`src/logic/scan_pkg.sv`:
```
`default_nettype none

package scan_pkg;

  // Rule and stream dimensions
  localparam int NUM_RULES   = 2;
  localparam int STREAM_ID_W = 6;
  localparam int NUM_STREAMS = 64;

  // Fixed pattern length in bytes
  localparam int PATTERN_LEN = 6;

  // Last byte pulse to end of packet pulse
  // Input register plus DFA plus accept register
  localparam int DRAIN_CYCLES = 3;

  // Load pulse to first byte pulse
  // Memory read plus state input register
  localparam int LOAD_TO_CHAR = 3;

  // One beat of the input port
  typedef struct packed {
    logic                   sop;
    logic                   eop;
    logic [STREAM_ID_W-1:0] stream_id;
    logic [NUM_RULES-1:0]   rule_en;
    logic [7:0]             char;
  } beat_t;

  // Number of pattern bytes matched so far
  typedef logic [3:0] dfa_state_t;

  typedef logic [15:0] count_t;
  typedef count_t [NUM_RULES-1:0] rule_counts_t;

  // Gap counter used by the sequencer
  typedef logic [2:0] gap_t;
  localparam gap_t LOAD_GAP = gap_t'(LOAD_TO_CHAR - 1);
  // The byte state already spends one cycle of the drain
  localparam gap_t DRAIN_GAP = gap_t'(DRAIN_CYCLES - 2);

  // Pattern strings with rule 0 in the low slot
  typedef logic [PATTERN_LEN*8-1:0] pattern_t;
  typedef pattern_t [NUM_RULES-1:0] pattern_set_t;
  localparam pattern_set_t PATTERNS = {"telnet", "rlogin"};

  // KMP failure links indexed by matched length
  typedef dfa_state_t [PATTERN_LEN:0] fail_row_t;
  typedef fail_row_t [NUM_RULES-1:0] fail_table_t;

  // Byte idx of a pattern counted from the first character
  function automatic logic [7:0] pattern_byte(int rule, int idx);
    return PATTERNS[rule][(PATTERN_LEN - 1 - idx) * 8 +: 8];
  endfunction

  // Classic prefix function for every rule
  function automatic fail_table_t build_fail_table();
    fail_table_t tbl;
    int          r;
    int          q;
    int          k;
    tbl = '0;
    for (r = 0; r < NUM_RULES; r++)
    begin
      for (q = 1; q < PATTERN_LEN; q++)
      begin
        k = int'(tbl[r][q]);
        // Shrink the border until the next byte extends it
        while (k > 0 && pattern_byte(r, q) != pattern_byte(r, k))
          k = int'(tbl[r][k]);
        if (pattern_byte(r, q) == pattern_byte(r, k))
          k++;
        tbl[r][q + 1] = dfa_state_t'(k);
      end
    end
    return tbl;
  endfunction

  localparam fail_table_t FAIL_TABLE = build_fail_table();

endpackage

`default_nettype wire

```
`src/logic/pattern_dfa.sv`:
```
`timescale 1ns/1ps
`default_nettype none

module pattern_dfa #(
  parameter int RULE_IDX = 0
) (
  input  logic                 clk,
  input  logic                 rst_n,
  input  logic [7:0]           char,
  input  logic                 char_vld,
  input  scan_pkg::dfa_state_t state_in,
  input  logic                 state_in_vld,
  output scan_pkg::dfa_state_t state_out,
  output logic                 accept_out
);

  // Current match length
  scan_pkg::dfa_state_t state_q;
  // Length after the incoming byte before fall back
  scan_pkg::dfa_state_t next_state;
  logic                 full_match;

  assign state_out  = state_q;
  assign full_match = (next_state == scan_pkg::dfa_state_t'(scan_pkg::PATTERN_LEN));

  // KMP transition
  // Walk failure links until the byte extends a prefix or we hit zero
  always_comb
  begin : kmp_step
    scan_pkg::dfa_state_t walk;
    logic                 done;
    walk       = state_q;
    done       = 1'b0;
    next_state = '0;
    for (int i = 0; i <= scan_pkg::PATTERN_LEN; i++)
    begin
      if (!done)
      begin
        if (char == scan_pkg::pattern_byte(RULE_IDX, int'(walk)))
        begin
          // Byte extends the current prefix
          next_state = walk + 1'b1;
          done       = 1'b1;
        end
        else if (walk == '0)
        begin
          // Nothing left to fall back to
          done = 1'b1;
        end
        else
        begin
          walk = scan_pkg::FAIL_TABLE[RULE_IDX][walk];
        end
      end
    end
  end

  // State register and registered accept
  always_ff @(posedge clk)
  begin
    if (!rst_n)
    begin
      state_q    <= '0;
      accept_out <= 1'b0;
    end
    else
    begin
      accept_out <= 1'b0;
      // Restore from outside takes priority
      if (state_in_vld)
        state_q <= state_in;
      else if (char_vld)
      begin
        accept_out <= full_match;
        // Full match falls back so overlapping matches continue
        if (full_match)
          state_q <= scan_pkg::FAIL_TABLE[RULE_IDX][scan_pkg::PATTERN_LEN];
        else
          state_q <= next_state;
      end
    end
  end

endmodule

`default_nettype wire

```
`src/logic/stream_rule_unit.sv`:
```
`timescale 1ns/1ps
`default_nettype none

module stream_rule_unit #(
  parameter int RULE_IDX = 0
) (
  input  logic                             clk,
  input  logic                             rst_n,
  input  logic                             load_state,
  input  logic                             is_new,
  input  logic [scan_pkg::STREAM_ID_W-1:0] stream_id,
  input  logic                             enable,
  input  logic [7:0]                       char,
  input  logic                             char_vld,
  input  logic                             eop,
  output scan_pkg::count_t                 count,
  output logic                             fired
);

  // Saved DFA state per stream
  scan_pkg::dfa_state_t state_mem [scan_pkg::NUM_STREAMS];

  // Restored state
  scan_pkg::dfa_state_t state_in;
  logic                 state_in_vld;

  // DFA input registers
  logic [7:0]           char_r;
  logic                 char_vld_r;
  scan_pkg::dfa_state_t state_in_r;
  logic                 state_in_vld_r;

  // DFA outputs and their registers
  scan_pkg::dfa_state_t state_out;
  logic                 accept_out;
  scan_pkg::dfa_state_t state_out_r;
  logic                 accept_r;

  // Packet has matched so far
  logic spec_match;
  // Includes an accept that lands on the eop cycle
  logic pkt_hit;

  assign fired   = spec_match;
  assign pkt_hit = spec_match | accept_r;

  // Restore one cycle after load
  // New stream starts empty
  always_ff @(posedge clk)
  begin
    if (load_state)
    begin
      if (is_new)
        state_in <= '0;
      else
        state_in <= state_mem[stream_id];
    end
  end

  always_ff @(posedge clk)
  begin
    if (!rst_n)
      state_in_vld <= 1'b0;
    else
      state_in_vld <= load_state;
  end

  // Memory write port
  // Fresh stream gets an empty entry so later restores read a clean state
  always_ff @(posedge clk)
  begin
    if (load_state && is_new)
      state_mem[stream_id] <= '0;
    else if (eop && enable)
      state_mem[stream_id] <= state_out_r;
  end

  // Data side of the DFA registers
  always_ff @(posedge clk)
  begin
    char_r      <= char;
    state_in_r  <= state_in;
    state_out_r <= state_out;
  end

  // Valid side of the DFA registers
  always_ff @(posedge clk)
  begin
    if (!rst_n)
    begin
      char_vld_r     <= 1'b0;
      state_in_vld_r <= 1'b0;
      accept_r       <= 1'b0;
    end
    else
    begin
      char_vld_r     <= char_vld;
      state_in_vld_r <= state_in_vld;
      accept_r       <= accept_out;
    end
  end

  // Match flag and packet count
  always_ff @(posedge clk)
  begin
    if (!rst_n)
    begin
      count      <= '0;
      spec_match <= 1'b0;
    end
    else
    begin
      // New packet starts without a match
      if (load_state)
        spec_match <= 1'b0;
      if (accept_r)
        spec_match <= 1'b1;
      // Close out the packet
      if (eop)
      begin
        if (enable)
          count <= count + scan_pkg::count_t'(pkt_hit);
        else
          spec_match <= 1'b0;
      end
    end
  end

  pattern_dfa #(
    .RULE_IDX(RULE_IDX)
  ) dfa_i (
    .clk         (clk),
    .rst_n       (rst_n),
    .char        (char_r),
    .char_vld    (char_vld_r),
    .state_in    (state_in_r),
    .state_in_vld(state_in_vld_r),
    .state_out   (state_out),
    .accept_out  (accept_out)
  );

endmodule

`default_nettype wire

```
`src/logic/stream_table.sv`:
```
`timescale 1ns/1ps
`default_nettype none

module stream_table (
  input  logic                             clk,
  input  logic                             rst_n,
  input  logic                             lookup,
  input  logic [scan_pkg::STREAM_ID_W-1:0] stream_id,
  output logic                             is_new
);

  // One bit per stream id
  // Set once the stream has been looked up
  logic [scan_pkg::NUM_STREAMS-1:0] seen;

  // Same cycle answer for the id on the bus
  assign is_new = ~seen[stream_id];

  always_ff @(posedge clk)
  begin
    if (!rst_n)
      seen <= '0;
    else if (lookup)
      seen[stream_id] <= 1'b1;
  end

endmodule

`default_nettype wire

```
`src/logic/beat_sequencer.sv`:
```
`timescale 1ns/1ps
`default_nettype none

module beat_sequencer (
  input  logic                             clk,
  input  logic                             rst_n,
  input  scan_pkg::beat_t                  beat,
  input  logic                             req,
  output logic                             ack,
  output logic                             load_state,
  output logic                             char_vld,
  output logic                             eop,
  output logic [scan_pkg::STREAM_ID_W-1:0] stream_id,
  output logic [scan_pkg::NUM_RULES-1:0]   rule_en,
  output logic [7:0]                       char
);

  typedef enum logic [2:0] {
    SEQ_IDLE,
    SEQ_LOAD_WAIT,
    SEQ_BYTE,
    SEQ_DRAIN,
    SEQ_ACK
  } seq_state_t;

  seq_state_t     state_q;
  scan_pkg::gap_t gap_cnt;

  // Captured byte and end flag of the current beat
  logic [7:0] char_q;
  logic       last_q;

  assign char = char_q;

  // Payload capture on handshake start
  always_ff @(posedge clk)
  begin
    if (state_q == SEQ_IDLE && req)
    begin
      char_q <= beat.char;
      last_q <= beat.eop;
    end
  end

  always_ff @(posedge clk)
  begin
    if (!rst_n)
    begin
      state_q    <= SEQ_IDLE;
      gap_cnt    <= '0;
      ack        <= 1'b0;
      load_state <= 1'b0;
      char_vld   <= 1'b0;
      eop        <= 1'b0;
      stream_id  <= '0;
      rule_en    <= '0;
    end
    else
    begin
      // Pulses last one cycle
      load_state <= 1'b0;
      char_vld   <= 1'b0;
      eop        <= 1'b0;
      case (state_q)
        SEQ_IDLE:
        begin
          if (req)
          begin
            if (beat.sop)
            begin
              // Packet context held until the next sop
              stream_id  <= beat.stream_id;
              rule_en    <= beat.rule_en;
              load_state <= 1'b1;
              gap_cnt    <= scan_pkg::LOAD_GAP;
              state_q    <= SEQ_LOAD_WAIT;
            end
            else
            begin
              char_vld <= 1'b1;
              state_q  <= SEQ_BYTE;
            end
          end
        end
        SEQ_LOAD_WAIT:
        begin
          // Give the rule units time to restore state
          if (gap_cnt == '0)
          begin
            char_vld <= 1'b1;
            state_q  <= SEQ_BYTE;
          end
          else
            gap_cnt <= gap_cnt - 1'b1;
        end
        SEQ_BYTE:
        begin
          // char_vld is high in this cycle
          if (last_q)
          begin
            gap_cnt <= scan_pkg::DRAIN_GAP;
            state_q <= SEQ_DRAIN;
          end
          else
          begin
            ack     <= 1'b1;
            state_q <= SEQ_ACK;
          end
        end
        SEQ_DRAIN:
        begin
          // Let the last byte clear the DFA pipeline before eop
          if (eop)
          begin
            ack     <= 1'b1;
            state_q <= SEQ_ACK;
          end
          else if (gap_cnt == '0)
            eop <= 1'b1;
          else
            gap_cnt <= gap_cnt - 1'b1;
        end
        SEQ_ACK:
        begin
          // Stall here until the source drops req
          if (!req)
          begin
            ack     <= 1'b0;
            state_q <= SEQ_IDLE;
          end
        end
        default:
          state_q <= SEQ_IDLE;
      endcase
    end
  end

endmodule

`default_nettype wire

```
`src/logic/pattern_scan_top.sv`:
```
`timescale 1ns/1ps
`default_nettype none

module pattern_scan_top (
  input  logic                           clk,
  input  logic                           rst_n,
  input  scan_pkg::beat_t                beat,
  input  logic                           req,
  output logic                           ack,
  output scan_pkg::rule_counts_t         counts,
  output logic [scan_pkg::NUM_RULES-1:0] fired
);

  // Sequencer to rule units
  logic                             load_state;
  logic                             char_vld;
  logic                             eop;
  logic [scan_pkg::STREAM_ID_W-1:0] stream_id;
  logic [scan_pkg::NUM_RULES-1:0]   rule_en;
  logic [7:0]                       char;

  // Stream table answer for the load cycle
  logic is_new;

  beat_sequencer seq_i (
    .clk       (clk),
    .rst_n     (rst_n),
    .beat      (beat),
    .req       (req),
    .ack       (ack),
    .load_state(load_state),
    .char_vld  (char_vld),
    .eop       (eop),
    .stream_id (stream_id),
    .rule_en   (rule_en),
    .char      (char)
  );

  // Lookup happens on the load pulse
  stream_table table_i (
    .clk      (clk),
    .rst_n    (rst_n),
    .lookup   (load_state),
    .stream_id(stream_id),
    .is_new   (is_new)
  );

  // One rule unit per pattern
  for (genvar r = 0; r < scan_pkg::NUM_RULES; r++)
  begin : g_rule
    stream_rule_unit #(
      .RULE_IDX(r)
    ) rule_i (
      .clk       (clk),
      .rst_n     (rst_n),
      .load_state(load_state),
      .is_new    (is_new),
      .stream_id (stream_id),
      .enable    (rule_en[r]),
      .char      (char),
      .char_vld  (char_vld),
      .eop       (eop),
      .count     (counts[r]),
      .fired     (fired[r])
    );
  end

endmodule

`default_nettype wire

```
`config.mk`:
```
export PLATFORM = sky130hd
export DESIGN_NAME = pattern_scan_top
export DESIGN_NICKNAME = d
export VERILOG_FILES = /design/src/logic/scan_pkg.sv /design/src/logic/pattern_dfa.sv /design/src/logic/stream_rule_unit.sv /design/src/logic/stream_table.sv /design/src/logic/beat_sequencer.sv /design/src/logic/pattern_scan_top.sv
export SDC_FILE = /design/constraint.sdc
export NUM_CORES = 1
export LEC_CHECK = 0
export BUFFER_PORTS_ARGS = -buffer_cell sky130_fd_sc_hd__buf_2
export CAP_MARGIN = 20
export CORE_MARGIN = 2
export CORE_UTILIZATION = 45
export CTS_BUF_LIST = sky130_fd_sc_hd__clkbuf_16
export CTS_CLUSTER_SIZE = 8
export DETAILED_ROUTE_END_ITERATION = 8
export PLACE_DENSITY = 0.65
export SYNTH_ARGS = -nofsm -noshare
export SYNTH_HDL_FRONTEND = slang
export SYNTH_SLANG_ARGS = --single-unit
```
`constraint.sdc`:
```
create_clock -name clk -period 9.8 [get_ports clk]
set_input_delay 0.49 -clock clk [delete_from_list [all_inputs] [get_ports clk]]
set_output_delay 0.49 -clock clk [all_outputs]
set_load 0.02 [all_outputs]
```
Word-level counts from Yosys, hierarchy flattened

Memory sizes are Yosys's and may differ from the RTL's. A register that Yosys moved wholly into a read port is not among the register bits.
Index checks and enable logic that the tools add are counted.

Memory bits (writable): 512
Output and inout port bits: 35
Bits in read-only memories: 384
Word-level logic and storage cells: 332
Memories: 14
Register bits: 164

Bitwise logic cells: 9
Eq/ne operators: 28
Multiplexer cells: 160
Magnitude comparators: 14
Reductions and logical operators: 33
Add/subtract/negate cells: 31
Shift-type cells: 14

Memory list:

| memory                     | words | bits a word | read ports | clocked after Yosys merged registers in | wr ports | RTL line               | source |
|---|---|---|---|---|---|---|---|
| g_rule[0].rule_i.state_mem | 64    | 4           | 1          | 1                                       | 1        | stream_rule_unit.sv:21 | `scan_pkg::dfa_state_t state_mem [scan_pkg::NUM_STREAMS];` |
| g_rule[1].rule_i.state_mem | 64    | 4           | 1          | 1                                       | 1        | stream_rule_unit.sv:21 |  |
| (no name shown)            | 8     | 4           | 1          | 0                                       | 0        | pattern_dfa.sv:52      | `walk = scan_pkg::FAIL_TABLE[RULE_IDX][walk];` |
| (no name shown)            | 8     | 4           | 1          | 0                                       | 0        | pattern_dfa.sv:52      |  |
| (no name shown)            | 8     | 4           | 1          | 0                                       | 0        | pattern_dfa.sv:52      |  |
| (no name shown)            | 8     | 4           | 1          | 0                                       | 0        | pattern_dfa.sv:52      |  |
| 8 more memories            | --    | --          | --         | --                                      | --       | --                     |  |

Operator list:

| cell                    | number |
|---|---|
| $shiftx 48x8->8 const A | 14 |
| $mux 4                  | 80 |
| $eq 8x8->1              | 14 |
| $sub 3x4->5 const A     | 14 |
| $or 64x64->64           | 1 |
| $mux 1                  | 59 |
| $add 4x1->4 const B     | 14 |
| $logic_not 4->1         | 12 |
| $lt 4x4->1 const B      | 12 |
| $mux 3                  | 14 |
| $add 16x1->16           | 2 |
| $pmux 3 s5              | 1 |
| $pmux 3 s4              | 1 |
| $ne 2x2->1 const B      | 5 |
| $eq 4x3->1 const B      | 2 |
| $reduce_and 4->1        | 2 |
| $lt 6x7->1 const B      | 1 |
| $bmux 1 s6              | 1 |
| $demux 1 s6             | 1 |
| $eq 3x2->1 const B      | 2 |
| $ge 6x1->1 const B      | 1 |
| $logic_not 3->1         | 2 |
| $ne 2x1->1 const B      | 3 |
| $reduce_and 3->1        | 2 |
| other kinds (16)        | 29 |

Depth between registers and ports, before layout

Gate-level depths: netlist of run 1.

Word-level depth: 40
Gate-level depth with buffers: 37
Gate-level depth less buffers: 36

Hierarchy

A second synthesis of run 1 with hierarchy kept.

Cell total of the unflattened synthesis: 2762
Area total of the unflattened synthesis: 33465.8 µm²

By module, submodules not included:

| module                               | cells an instance | area an instance (µm²) | instances |
|---|---|---|---|
| stream_rule_unit (g_rule[1].rule_i)  | 773               | 11905.2                | 1 |
| stream_rule_unit (g_rule[0].rule_i)  | 744               | 11858.9                | 1 |
| stream_table                         | 317               | 2960.3                 | 1 |
| pattern_dfa (g_rule[1].rule_i.dfa_i) | 403               | 2816.5                 | 1 |
| pattern_dfa (g_rule[0].rule_i.dfa_i) | 420               | 2791.4                 | 1 |
| beat_sequencer                       | 105               | 1133.6                 | 1 |

Worst setup path after synthesis of run 1

OpenSTA, ideal clock, no wires.

Kind: register to register
Start point: register g_rule[1].rule_i.dfa_i.state_q[2]
End point: register (tool-made name)
Arrival: 7.418 ns
Stages on the path, launching flop included: 33
Slack: 2.309 ns
Buffers on the path: 2
Clock period less this slack: 7.491 ns
Cells stage by stage: dfxtp_1 > ha_1 > nand2b_1 > a211oi_1 > mux2_2 > nand4_2 > clkbuf_1 > a21oi_1 > ha_1 > inv_1 > a31oi_1 > o21ai_0 > nor4_1 > a221oi_2 > nand4bb_2 > and3b_1 > buf_6 > a22o_4 > xnor2_2 > mux2i_1 > a2111oi_2 > o41ai_1 > nor3b_2 > a31oi_4 > o221ai_2 > xnor2_1 > o31a_1 > a31o_4 > mux2_4 > o221ai_4 > nand2_1 > o41a_1 > nor3b_2

RTL lines:

| element                | RTL line          | source |
|---|---|---|
| start, declared        | pattern_dfa.sv:18 | `scan_pkg::dfa_state_t state_q;` |
| start signal, assigned | pattern_dfa.sv:71 | `state_q <= state_in;` |
| start signal, assigned | pattern_dfa.sv:77 | `state_q <= scan_pkg::FAIL_TABLE[RULE_IDX][scan_pkg::PATTERN_LEN];` |
| start signal, assigned | pattern_dfa.sv:79 | `state_q <= next_state;` |

Final worst setup path of run 1

Start point: register g_rule[1].rule_i.dfa_i.state_q[1]
End point: register g_rule[1].rule_i.dfa_i.state_q[0]

Cells in the longest elaborated chain, start to end: 38

RTL lines:

| element                                           | RTL line                             | source |
|---|---|---|
| $sub 3x4->5                                       | scan_pkg.sv:53                       | `return PATTERNS[rule][(PATTERN_LEN - 1 - idx) * 8 +: 8];` |
| $shiftx 48x8->8                                   | scan_pkg.sv:53                       |  |
| $eq 8x8->1                                        | pattern_dfa.sv:39                    | `if (char == scan_pkg::pattern_byte(RULE_IDX, int'(walk)))` |
| $mux 4                                            | pattern_dfa.sv:39                    |  |
| $sub 3x4->5 / $mem_v2 8x4 (equally long branches) | --                                   |  |
| $shiftx 48x8->8 / $mux 4 (equally long branches)  | scan_pkg.sv:53, pattern_dfa.sv:52    |  |
| $eq 8x8->1 / $mux 4 (equally long branches)       | pattern_dfa.sv:39, pattern_dfa.sv:45 |  |
| $mux 4                                            | pattern_dfa.sv:39                    |  |
| [... 22 more ...]                                 | --                                   |  |
| $shiftx 48x8->8                                   | scan_pkg.sv:53                       |  |
| $eq 8x8->1                                        | pattern_dfa.sv:39                    |  |
| $mux 4                                            | pattern_dfa.sv:39                    |  |
| $mux 4 (*)                                        | pattern_dfa.sv:37                    | `if (!done)` |
| $eq 4x3->1                                        | pattern_dfa.sv:24                    | `assign full_match = (next_state == scan_pkg::dfa_state_t'(scan_pkg::PATTERN_LEN));` |
| $mux 4 (*)                                        | pattern_dfa.sv:76                    | `if (full_match)` |
| $mux 4 (*)                                        | pattern_dfa.sv:72                    | `else if (char_vld)` |
| $mux 4 (*)                                        | pattern_dfa.sv:70                    | `if (state_in_vld)` |

Every way passes the cells marked *; elsewhere a longest branch is shown, timed or not. The select of a mux whose other input is x is not followed.
A chain may end at the register's enable or synchronous reset.

==> run summary, run 1 <==
The analysis attributes to cell leakage a power of between 10 and 15 nW. The overall via count from detail_route came out at slightly above 20000. The number of resized instances in the post-cts repair step came out at 0. The part of the Yosys area used for sequential elements came out at 0.646. The total DRC errors in the routed layout is 0.

Of the total synthesized cell area, the portion taken by XOR and XNOR cells is 0.0258. The final weighted congestion in routability-driven placement came out at between 0.9 and 1. The die span in y came out at roughly 260 microns. By area the synthesized netlist is led by sky130_fd_sc_hd__edfxtp_1 54%, sky130_fd_sc_hd__dfxtp_1 11%, sky130_fd_sc_hd__a22oi_1 4.0%. The final non-filler cell area is between 30000 and 40000 sq um.

The run finished with clean final reports. Entering global routing, the biggest net connects 84 pins. When the netlist entered floorplanning its net count stood at between 2000 and 2500. The worst setup path is launched from a flip-flop.

For hold timing, the worst endpoint is seq_i.last_q. The synthesized area divided by synthesized cell count came out at between 10 and 15 sq um. The clock transition time at the flip-flop clock pins of the worst setup and hold paths is around 0.06 ns.

The endpoint identified for the worst register-to-register timing path is g_rule[1].rule_i.dfa_i.state_out[0]. Together, buffers and inverters on the worst path number 1. The area share of the largest cell type after synthesis is 0.540. The number of cells in the finished layout apart from fillers is approximately 3300. The number of buffers added for setup after CTS is 0. Once placement finished, the instance area stood at 30500 sq um. The number of warnings printed during yosys synthesis is 0.

The depth of the CTS H-tree came out at 3. The number of clock sinks seen by CTS is around 700. Synthesis handed over a netlist of 2411 instances. The detailed router finished its first iteration with around 2400 violations. The total number of nets in the final design is around 2500. Data arrives at the worst endpoint at approximately 9.6 ns.

The worst register-to-register path begins at g_rule[1].rule_i.dfa_i.state_out[1]. In this run the most critical hold path is launched from beat[16]. After clock tree synthesis, the flow added hold-fix buffers numbering 0.

TritonCTS built the clock tree. Among all flip-flop cells after synthesis, the most frequent one is sky130_fd_sc_hd__edfxtp_1. The final max-slew violation count is 0.

The final clock period utilization by the worst path is 0.920. Power spread over the standard cell area amounts to ~210 nW/um^2. The total global routing overflow is 0.

The synthesized netlist contains 92 unique library cells. The detailed-route wire length per cell came out at approximately 23 microns. The slack of the worst reg-to-reg path came out at 0.79 ns. The total negative slack came out at 0 ns.

The most frequent standard cell in the layout excluding fill and tap cells is sky130_fd_sc_hd__edfxtp_1. The total routing usage reported by global routing came out at 0.231. The clock reaches the later pin of the worst-skew pair after 0.66 ns. The length of the first detailed-routing pass in iterations came out at 6. The effective utilization at floorplan came out at 0.456.

The clock tree root driver cell is sky130_fd_sc_hd__clkbuf_16. The largest total area in the synthesized netlist belongs to sky130_fd_sc_hd__edfxtp_1. The remaining max-slew budget at the tightest pin is 0.322. The library cells used most frequently in the layout, excluding fill and tap cells, are 529 x sky130_fd_sc_hd__edfxtp_1, 263 x sky130_fd_sc_hd__nor2_1, 189 x sky130_fd_sc_hd__nand2_1. The hold violation total from the final report came out at 0.

The complex-gate fraction of the synthesized area is 0.162. The fraction of registers with async set or reset after synthesis came out at 0. The biggest cell delay along the critical path is roughly 0.69 ns. The max-capacitance violation count came out at 0. The first global-routing pass estimated 121000 microns of wire. The dominant delay contributor by cell family on the critical path is compound AO/OA/AOI/OAI gates. The type of the tightest min-delay check is in -> reg.

The number of vias per cell is 6.13. The cell type of the slowest stage on the worst timing path is sky130_fd_sc_hd__o41ai_1. The cell count of the worst hold path is 1. The number of global-route vias before repair is slightly above 20000. The post-synthesis instance area is around 30000 sq um. The initial antenna violation count came out at 0. The post-synthesis simple-gate area fraction came out at 0.108. The critical path is of the reg -> reg type. The number of cells on the worst reg-to-reg path came out at 29. The number of enable flip-flop cells after synthesis is 529. The repair_antennas step left the layout with diodes totalling 0. The maximum clock frequency is about 0.11 GHz. By area, the combinational part of the netlist is dominated by compound AO/OA/AOI/OAI gates. Counting tap cells, the placed design contains a total of 3199 instances. Setup repair after global routing left no endpoint under its margin. The placed wire-length estimate after detailed placement came out at between 40000 and 50000 microns. The critical path data required time came out at just over 10 ns. For the pin with the worst max-slew slack, the measured transition is just over 1 ns. The final layout contains routed wiring with a total length of between 70000 and 80000 microns. The share of synthesized cell area in full adder, half adder and majority cells came out at 0.0230.

The number of routed nets with antenna violations came out at 0. The horizontal die dimension is between 200 and 300 microns. The maximum vdd drop is approximately 0.13 mV. The worst hold slack after final layout came out at 0.0406 ns.

The placeable core region is about 65000 sq um. The number of clock buffers inserted by TritonCTS is 96. The mux contribution to synthesized area came out at 0.00612.

The clock passes through at most 3 buffers. The clock period minus worst slack is approximately 9.0 ns. Between clock sinks in the finished design, the worst skew comes to 0.0505 ns. The number of buffers inserted by port buffering came out at 55. The area enclosed by the die boundary came out at approximately 67000 sq um.

The maximum net fanout on the critical path is 18. In this run the count of I/O pins placed on the die edge is 56. The post-synthesis register bit count is 685. After floorplanning, the core was divided into 93 placement rows.

Of the cells placed in the final design, the portion with a size suffix greater than 1 is 0.104. The signed area change from the synthesized netlist to the final layout came out at 12.8%. Setup violations remaining at the end of the flow were counted as 0. The worst setup path is captured at a flip-flop.
report_power, final:
part           leakage [nW]  switching [mW]  total (mW)  internal, mW
Sequential             4.99          0.0539        3.20          3.14
Clock                  1.43            1.20        2.95          1.75
Combinational          3.88           0.492       0.761         0.269
Total                  10.3            1.75        6.91          5.16
Yosys cell counts (all sizes together), types with 15 or more instances:
| master | number |
|---|---|
| a21oi | 84 |
| a221oi | 75 |
| a22o | 79 |
| a22oi | 155 |
| a31oi | 85 |
| and2 | 21 |
| and3 | 25 |
| buf | 37 |
| clkbuf | 128 |
| dfxtp | 156 |
| edfxtp | 529 |
| ha | 54 |
| inv | 52 |
| mux2i | 15 |
| nand2 | 189 |
| nand3 | 45 |
| nand4 | 20 |
| nor2 | 265 |
| nor3 | 30 |
| nor4 | 20 |
| o21ai | 100 |
| xnor2 | 52 |
| xor2 | 33 |
flip-flops by register name (all words and copies together), names as in the netlist, 6 cells and up, named ones only:
| register | count |
|---|---|
| seq_i.char | 8 |
| table_i.seen | 64 |
| g_rule.rule_i.state_in_r | 8 |
| g_rule.rule_i.char_r | 8 |
| g_rule.rule_i.dfa_i.state_out | 8 |
| seq_i.stream_id | 6 |
| g_rule.rule_i.state_out_r | 8 |
| g_rule.rule_i.state_mem | 512 |
| g_rule.rule_i.state_in | 8 |
| g_rule.rule_i.count | 32 |
per-stage QoR:
| step | util | setup WS [ns] | total power [mW] |
|---|---|---|---|
| CTS | 0.514 | 1.03 | 6.94 |
| floorplan | - | 2.31 | 3.77 |
| global route | 0.514 | 0.171 | 7.14 |
| global placement | 0.472 | 1.47 | 3.99 |
| detailed placement | 0.472 | 1.08 | 4.00 |
| finish | 0.514 | 0.787 | 6.91 |
layer usage:
metal,GRT usage,share of wire
met4,0.0752,0.026
met5,0,0
met3,0.0390,0.075
met1,0.314,0.42
met2,0.379,0.48
how the worst max path moves through the flow:
stage / startpoint / end / depth (start not counted)
after floorplan: g_rule[1].rule_i.dfa_i.state_out[2] / flip-flop / 32
after global placement: g_rule[1].rule_i.dfa_i.state_out[1] / g_rule[1].rule_i.dfa_i.state_out[0] / 29
after detailed placement: g_rule[1].rule_i.char_r[0] / g_rule[1].rule_i.dfa_i.state_out[0] / 29
after CTS: g_rule[1].rule_i.dfa_i.state_out[1] / g_rule[1].rule_i.dfa_i.state_out[0] / 29
after global routing: g_rule[1].rule_i.dfa_i.state_out[1] / g_rule[1].rule_i.dfa_i.state_out[0] / 29
final: g_rule[1].rule_i.dfa_i.state_out[1] / g_rule[1].rule_i.dfa_i.state_out[0] / 29
logic make-up after synthesis:
kind of cell | after synthesis
buffers and inverters | 222
AO/OA/AOI/OAI | 661
XOR/XNOR | 85
multiplexers | 17
adder cells (fa/ha/maj) | 54
flip-flops | 685
AND/OR/NAND/NOR | 687
area by class of cell:
cell class | count | area [sq um]
tap | 855 | 1070
clock inverter | 43 | 299
fill | 5470 | 31400
sequential | 685 | 19000
timing repair buffer | 98 | 598
clock buffer | 96 | 2400
multi-input combinational | 1504 | 9600
inverter | 57 | 219
Power figures use the tool's default switching activity.
==> run 2: changes to the inputs <==
--- a/config.mk
+++ b/config.mk
@@ -13,6 +13,8 @@
 export CTS_CLUSTER_SIZE = 8
 export DETAILED_ROUTE_END_ITERATION = 8
 export PLACE_DENSITY = 0.65
+export RECOVER_POWER = 25
 export SYNTH_ARGS = -nofsm -noshare
 export SYNTH_HDL_FRONTEND = slang
+export SYNTH_HIERARCHICAL = 1
 export SYNTH_SLANG_ARGS = --single-unit
==> run summary, run 2 <==
The flow ran to the end, but the final reports show violations. The final reports fail on capacitance limit, slew limit. The number of enable flip-flop cells after synthesis came out at around 530. The number of clock sinks seen by CTS is between 600 and 700. Across the VDD grid, the largest voltage drop is 0.149 mV. The detailed-route wire length per cell came out at around 23 microns. The critical path data arrival time came out at 9.52 ns.

The H-tree was split into 3 levels. The placed wire-length estimate after detailed placement came out at 54600 microns. The synthesized netlist net count came out at ~2800. The clock transition time at the flip-flop clock pins of the worst setup and hold paths came out at ~0.05 ns. The synthesized design spends more area on one cell type than any other, namely sky130_fd_sc_hd__edfxtp_1. The power density over the cells came out at roughly 200 nW/um^2. The proportion of layout cells with a drive suffix above 1 came out at 0.113. In this run the vertical extent of the chip is 277 microns. In this run the worst path has a maximum fanout of 19. The insertion delay of the later-clocked pin in the worst-skew pair is roughly 0.65 ns. The slew at the pin closest to its max-slew limit came out at about 3.8 ns.

After clock tree synthesis, the repair step resized 0 gates. The max-capacitance violation count came out at 5. The area enclosed by the die boundary is 76600 sq um.

The register with the most flip-flops in the layout has just over 500 of them. The length of the first detailed-routing pass in iterations came out at 5. The netlist uses 129 different library cells.

The category of the worst setup path capture point is a flip-flop. The post-route core utilization is 0.503. The number of buffers inserted by port buffering is 55.

The launching element type of the critical path is a flip-flop. The synthesized area divided by synthesized cell count is approximately 12 sq um. The longest clock path from root to sink contains 3 buffers. By count the netlist is led by 529 x sky130_fd_sc_hd__edfxtp_1, 298 x sky130_fd_sc_hd__nor2_1, 167 x sky130_fd_sc_hd__dfxtp_1. Of all flip-flops after synthesis, the portion carrying an async set or reset was 0. The remaining max-slew budget at the tightest pin is -1.52.

The part of the Yosys area used for sequential elements is 0.575. The total global routing overflow came out at 0. The total routing usage reported by global routing is 0.219.

The number of DRC markers after the initial detailed-route iteration is around 2800. The most frequent standard cell in the layout excluding fill and tap cells is sky130_fd_sc_hd__edfxtp_1. Using the TritonRoute via totals, the vias-per-cell ratio works out to approximately 6.1. The biggest cell delay along the critical path came out at around 0.65 ns. The number of setup buffers added after CTS is 0.

The instance area after placement is between 30000 and 40000 sq um. The number of clock buffers inserted by TritonCTS came out at 97. Setup repair after global routing left no endpoint under its margin. The overall via count from detail_route came out at 23051. The number of cells in the finished layout apart from fillers came out at between 3000 and 4000. The post-synthesis instance area is 33500 sq um.

The category of the most critical setup path is reg -> reg. TritonCTS built the clock tree. The final max-slew violation count came out at 293. Among all cell types in the netlist, the one instantiated most often is sky130_fd_sc_hd__edfxtp_1. Counting flops per register, the top entry is g_rule.rule_i/state_mem. The footprint of the flip-flops and latches came out at approximately 19000 sq um. The final non-filler cell area is 36900 sq um. The largest net degree at the start of global routing came out at about 140. The maximum clock frequency is roughly 0.11 GHz.

The post-synthesis register bit count is between 600 and 700. For this run, design rule violations remaining after detail routing come to 0. The first-pass GRT wire length came out at between 100000 and 150000 microns. The final clock period utilization by the worst path is 0.917. Setup total negative slack on the finished layout was measured at 0 ns. The number of hold buffers added after CTS is 0. The cell repeated most along the worst path is sky130_fd_sc_hd__ha_1. The cell type of the slowest stage on the worst timing path is sky130_fd_sc_hd__dfxtp_1.

The worst hold path belongs to the class in -> reg. The static leakage power is 13.3 nW. The multi-input combinational cells in the finished layout cover a total of 12900 sq um. The initial antenna violation count came out at 3. After synthesis, the cell types taking the most area are sky130_fd_sc_hd__edfxtp_1 47%, sky130_fd_sc_hd__dfxtp_1 10%, sky130_fd_sc_hd__mux2i_1 3.5%. The number of fillers in the final layout came out at about 6300. The number of placement rows is between 90 and 100. The library cells used most frequently in the layout, excluding fill and tap cells, are 529 x sky130_fd_sc_hd__edfxtp_1, 298 x sky130_fd_sc_hd__nor2_1, 165 x sky130_fd_sc_hd__dfxtp_1. The worst hold slack after final layout is 0.0410 ns.

The share of synthesized area in the top cell type comes to 0.475. The signed area change from the synthesized netlist to the final layout is 10.3%. In the synthesized netlist the dominant register cell turns out to be sky130_fd_sc_hd__edfxtp_1.

The worst clock skew on the final layout came out at ~0.042 ns. The hold violation total from the final report came to 0. The number of placed instances with taps included came out at 3634.

Data on the critical path is required at its endpoint by a little over 10 ns. The smallest clock period supported by the final layout is computed as ~9 ns. Routability-driven placement finished with a final weighted congestion of roughly 0.9. The number of setup violations in the final report came out at 0.

The number of primary I/O pins came out at 56. The placeable core region came out at between 70000 and 80000 sq um. In the synthesized netlist, the number of instances is 2762. The wire length after detailed routing came out at 86200 microns. The effective utilization at floorplan is 0.456. The number of global-route vias before repair came out at about 23000. The total number of nets in the final design came out at 2850. The number of routed nets with antenna violations is 0. The Yosys step of the flow raised 6 warnings.

Measured along the x axis, the die boundary spans between 200 and 300 microns. The largest registers in the layout are g_rule.rule_i/state_mem: 512 flops, table_i/seen: 64 flops, g_rule.rule_i/count: 32 flops. The cell sitting at the root of the clock tree is a sky130_fd_sc_hd__clkbuf_16.
[run 2: cell count changes after synthesis, sizes merged, moves of 55 or more]
cell    change
nand2      -61
buf        +66
a22o       -66
nor2b      +55
mux2i     +103
a31oi      -55
a22oi     -121
mux2       +62
clkbuf     -64
[run 2: cell type report]
| class | instances | area share |
|---|---|---|
| Clock buffer | 97 | 0.0658 |
| Clock inverter | 51 | 0.00888 |
| Multi-Input combinational cell | 1813 | 0.351 |
| Inverter | 86 | 0.00882 |
| Antenna cell | 2 | 0.000136 |
| Timing Repair Buffer | 82 | 0.0119 |
| Sequential cell | 696 | 0.521 |
| Tap cell | 959 | 0.0325 |
[run 2: routing by layer]
metal / vias up / track usage / part of all wire
li1: 10508 / - / -
met1: 11385 / 0.300 / 0.43
met2: 999 / 0.354 / 0.46
met3: 157 / 0.0438 / 0.081
met4: 2 / 0.0655 / 0.023
met5: - / 0 / 0.00015
[run 2: kinds of logic (layout without fill, tap and decap cells)]
family / after synthesis / count (layout) / synth area share
other: 0 / 2 / 0
buffers and inverters: 253 / 316 / 0.0388
flip-flops: 696 / 696 / 0.575
AND/OR/NAND/NOR: 887 / 887 / 0.137
adder cells (fa/ha/maj): 53 / 53 / 0.0198
multiplexers: 211 / 211 / 0.0788
AO/OA/AOI/OAI: 608 / 608 / 0.136
XOR/XNOR: 54 / 54 / 0.0146
[run 2: critical path, delay by kind of cell (launching register included)]
family	cells	cell delay, ns
buf+inv	2	0.19
simple gates	10	1.75
fa+ha+maj	4	1.17
compound gates	15	3.63
mux	4	1.25
flops	1	0.65
xor+xnor	1	0.26
[run 2: power by group]
part	switching [mW]	internal, mW
Clock	1.21	1.77
Sequential	0.141	3.21
Combinational	0.651	0.342
[run 2: through the flow]
stage                     setup slack (ns)  power (mW)
after floorplan                       2.46        4.11
after global placement                1.22        4.36
after detailed placement             0.918        4.37
after CTS                            0.860        7.36
after global routing                0.0483        7.62
final                                0.812        7.33
[run 2: path summary, 6_finish.rpt]
| path | startpoint | endpoint | slack (ns) | depth (start not counted) |
|---|---|---|---|---|
| min reg2reg | g_rule[0].rule_i/state_in[3] | g_rule[0].rule_i/state_in_r[3] | 0.33 | 0 |
| max | g_rule[1].rule_i/dfa_i/state_out[1] | flip-flop | 0.81 | 36 |
| max reg2reg | g_rule[1].rule_i/dfa_i/state_out[1] | flip-flop | 0.81 | 36 |
| min | beat[1] | seq_i/char[1] | 0.04 | 1 |
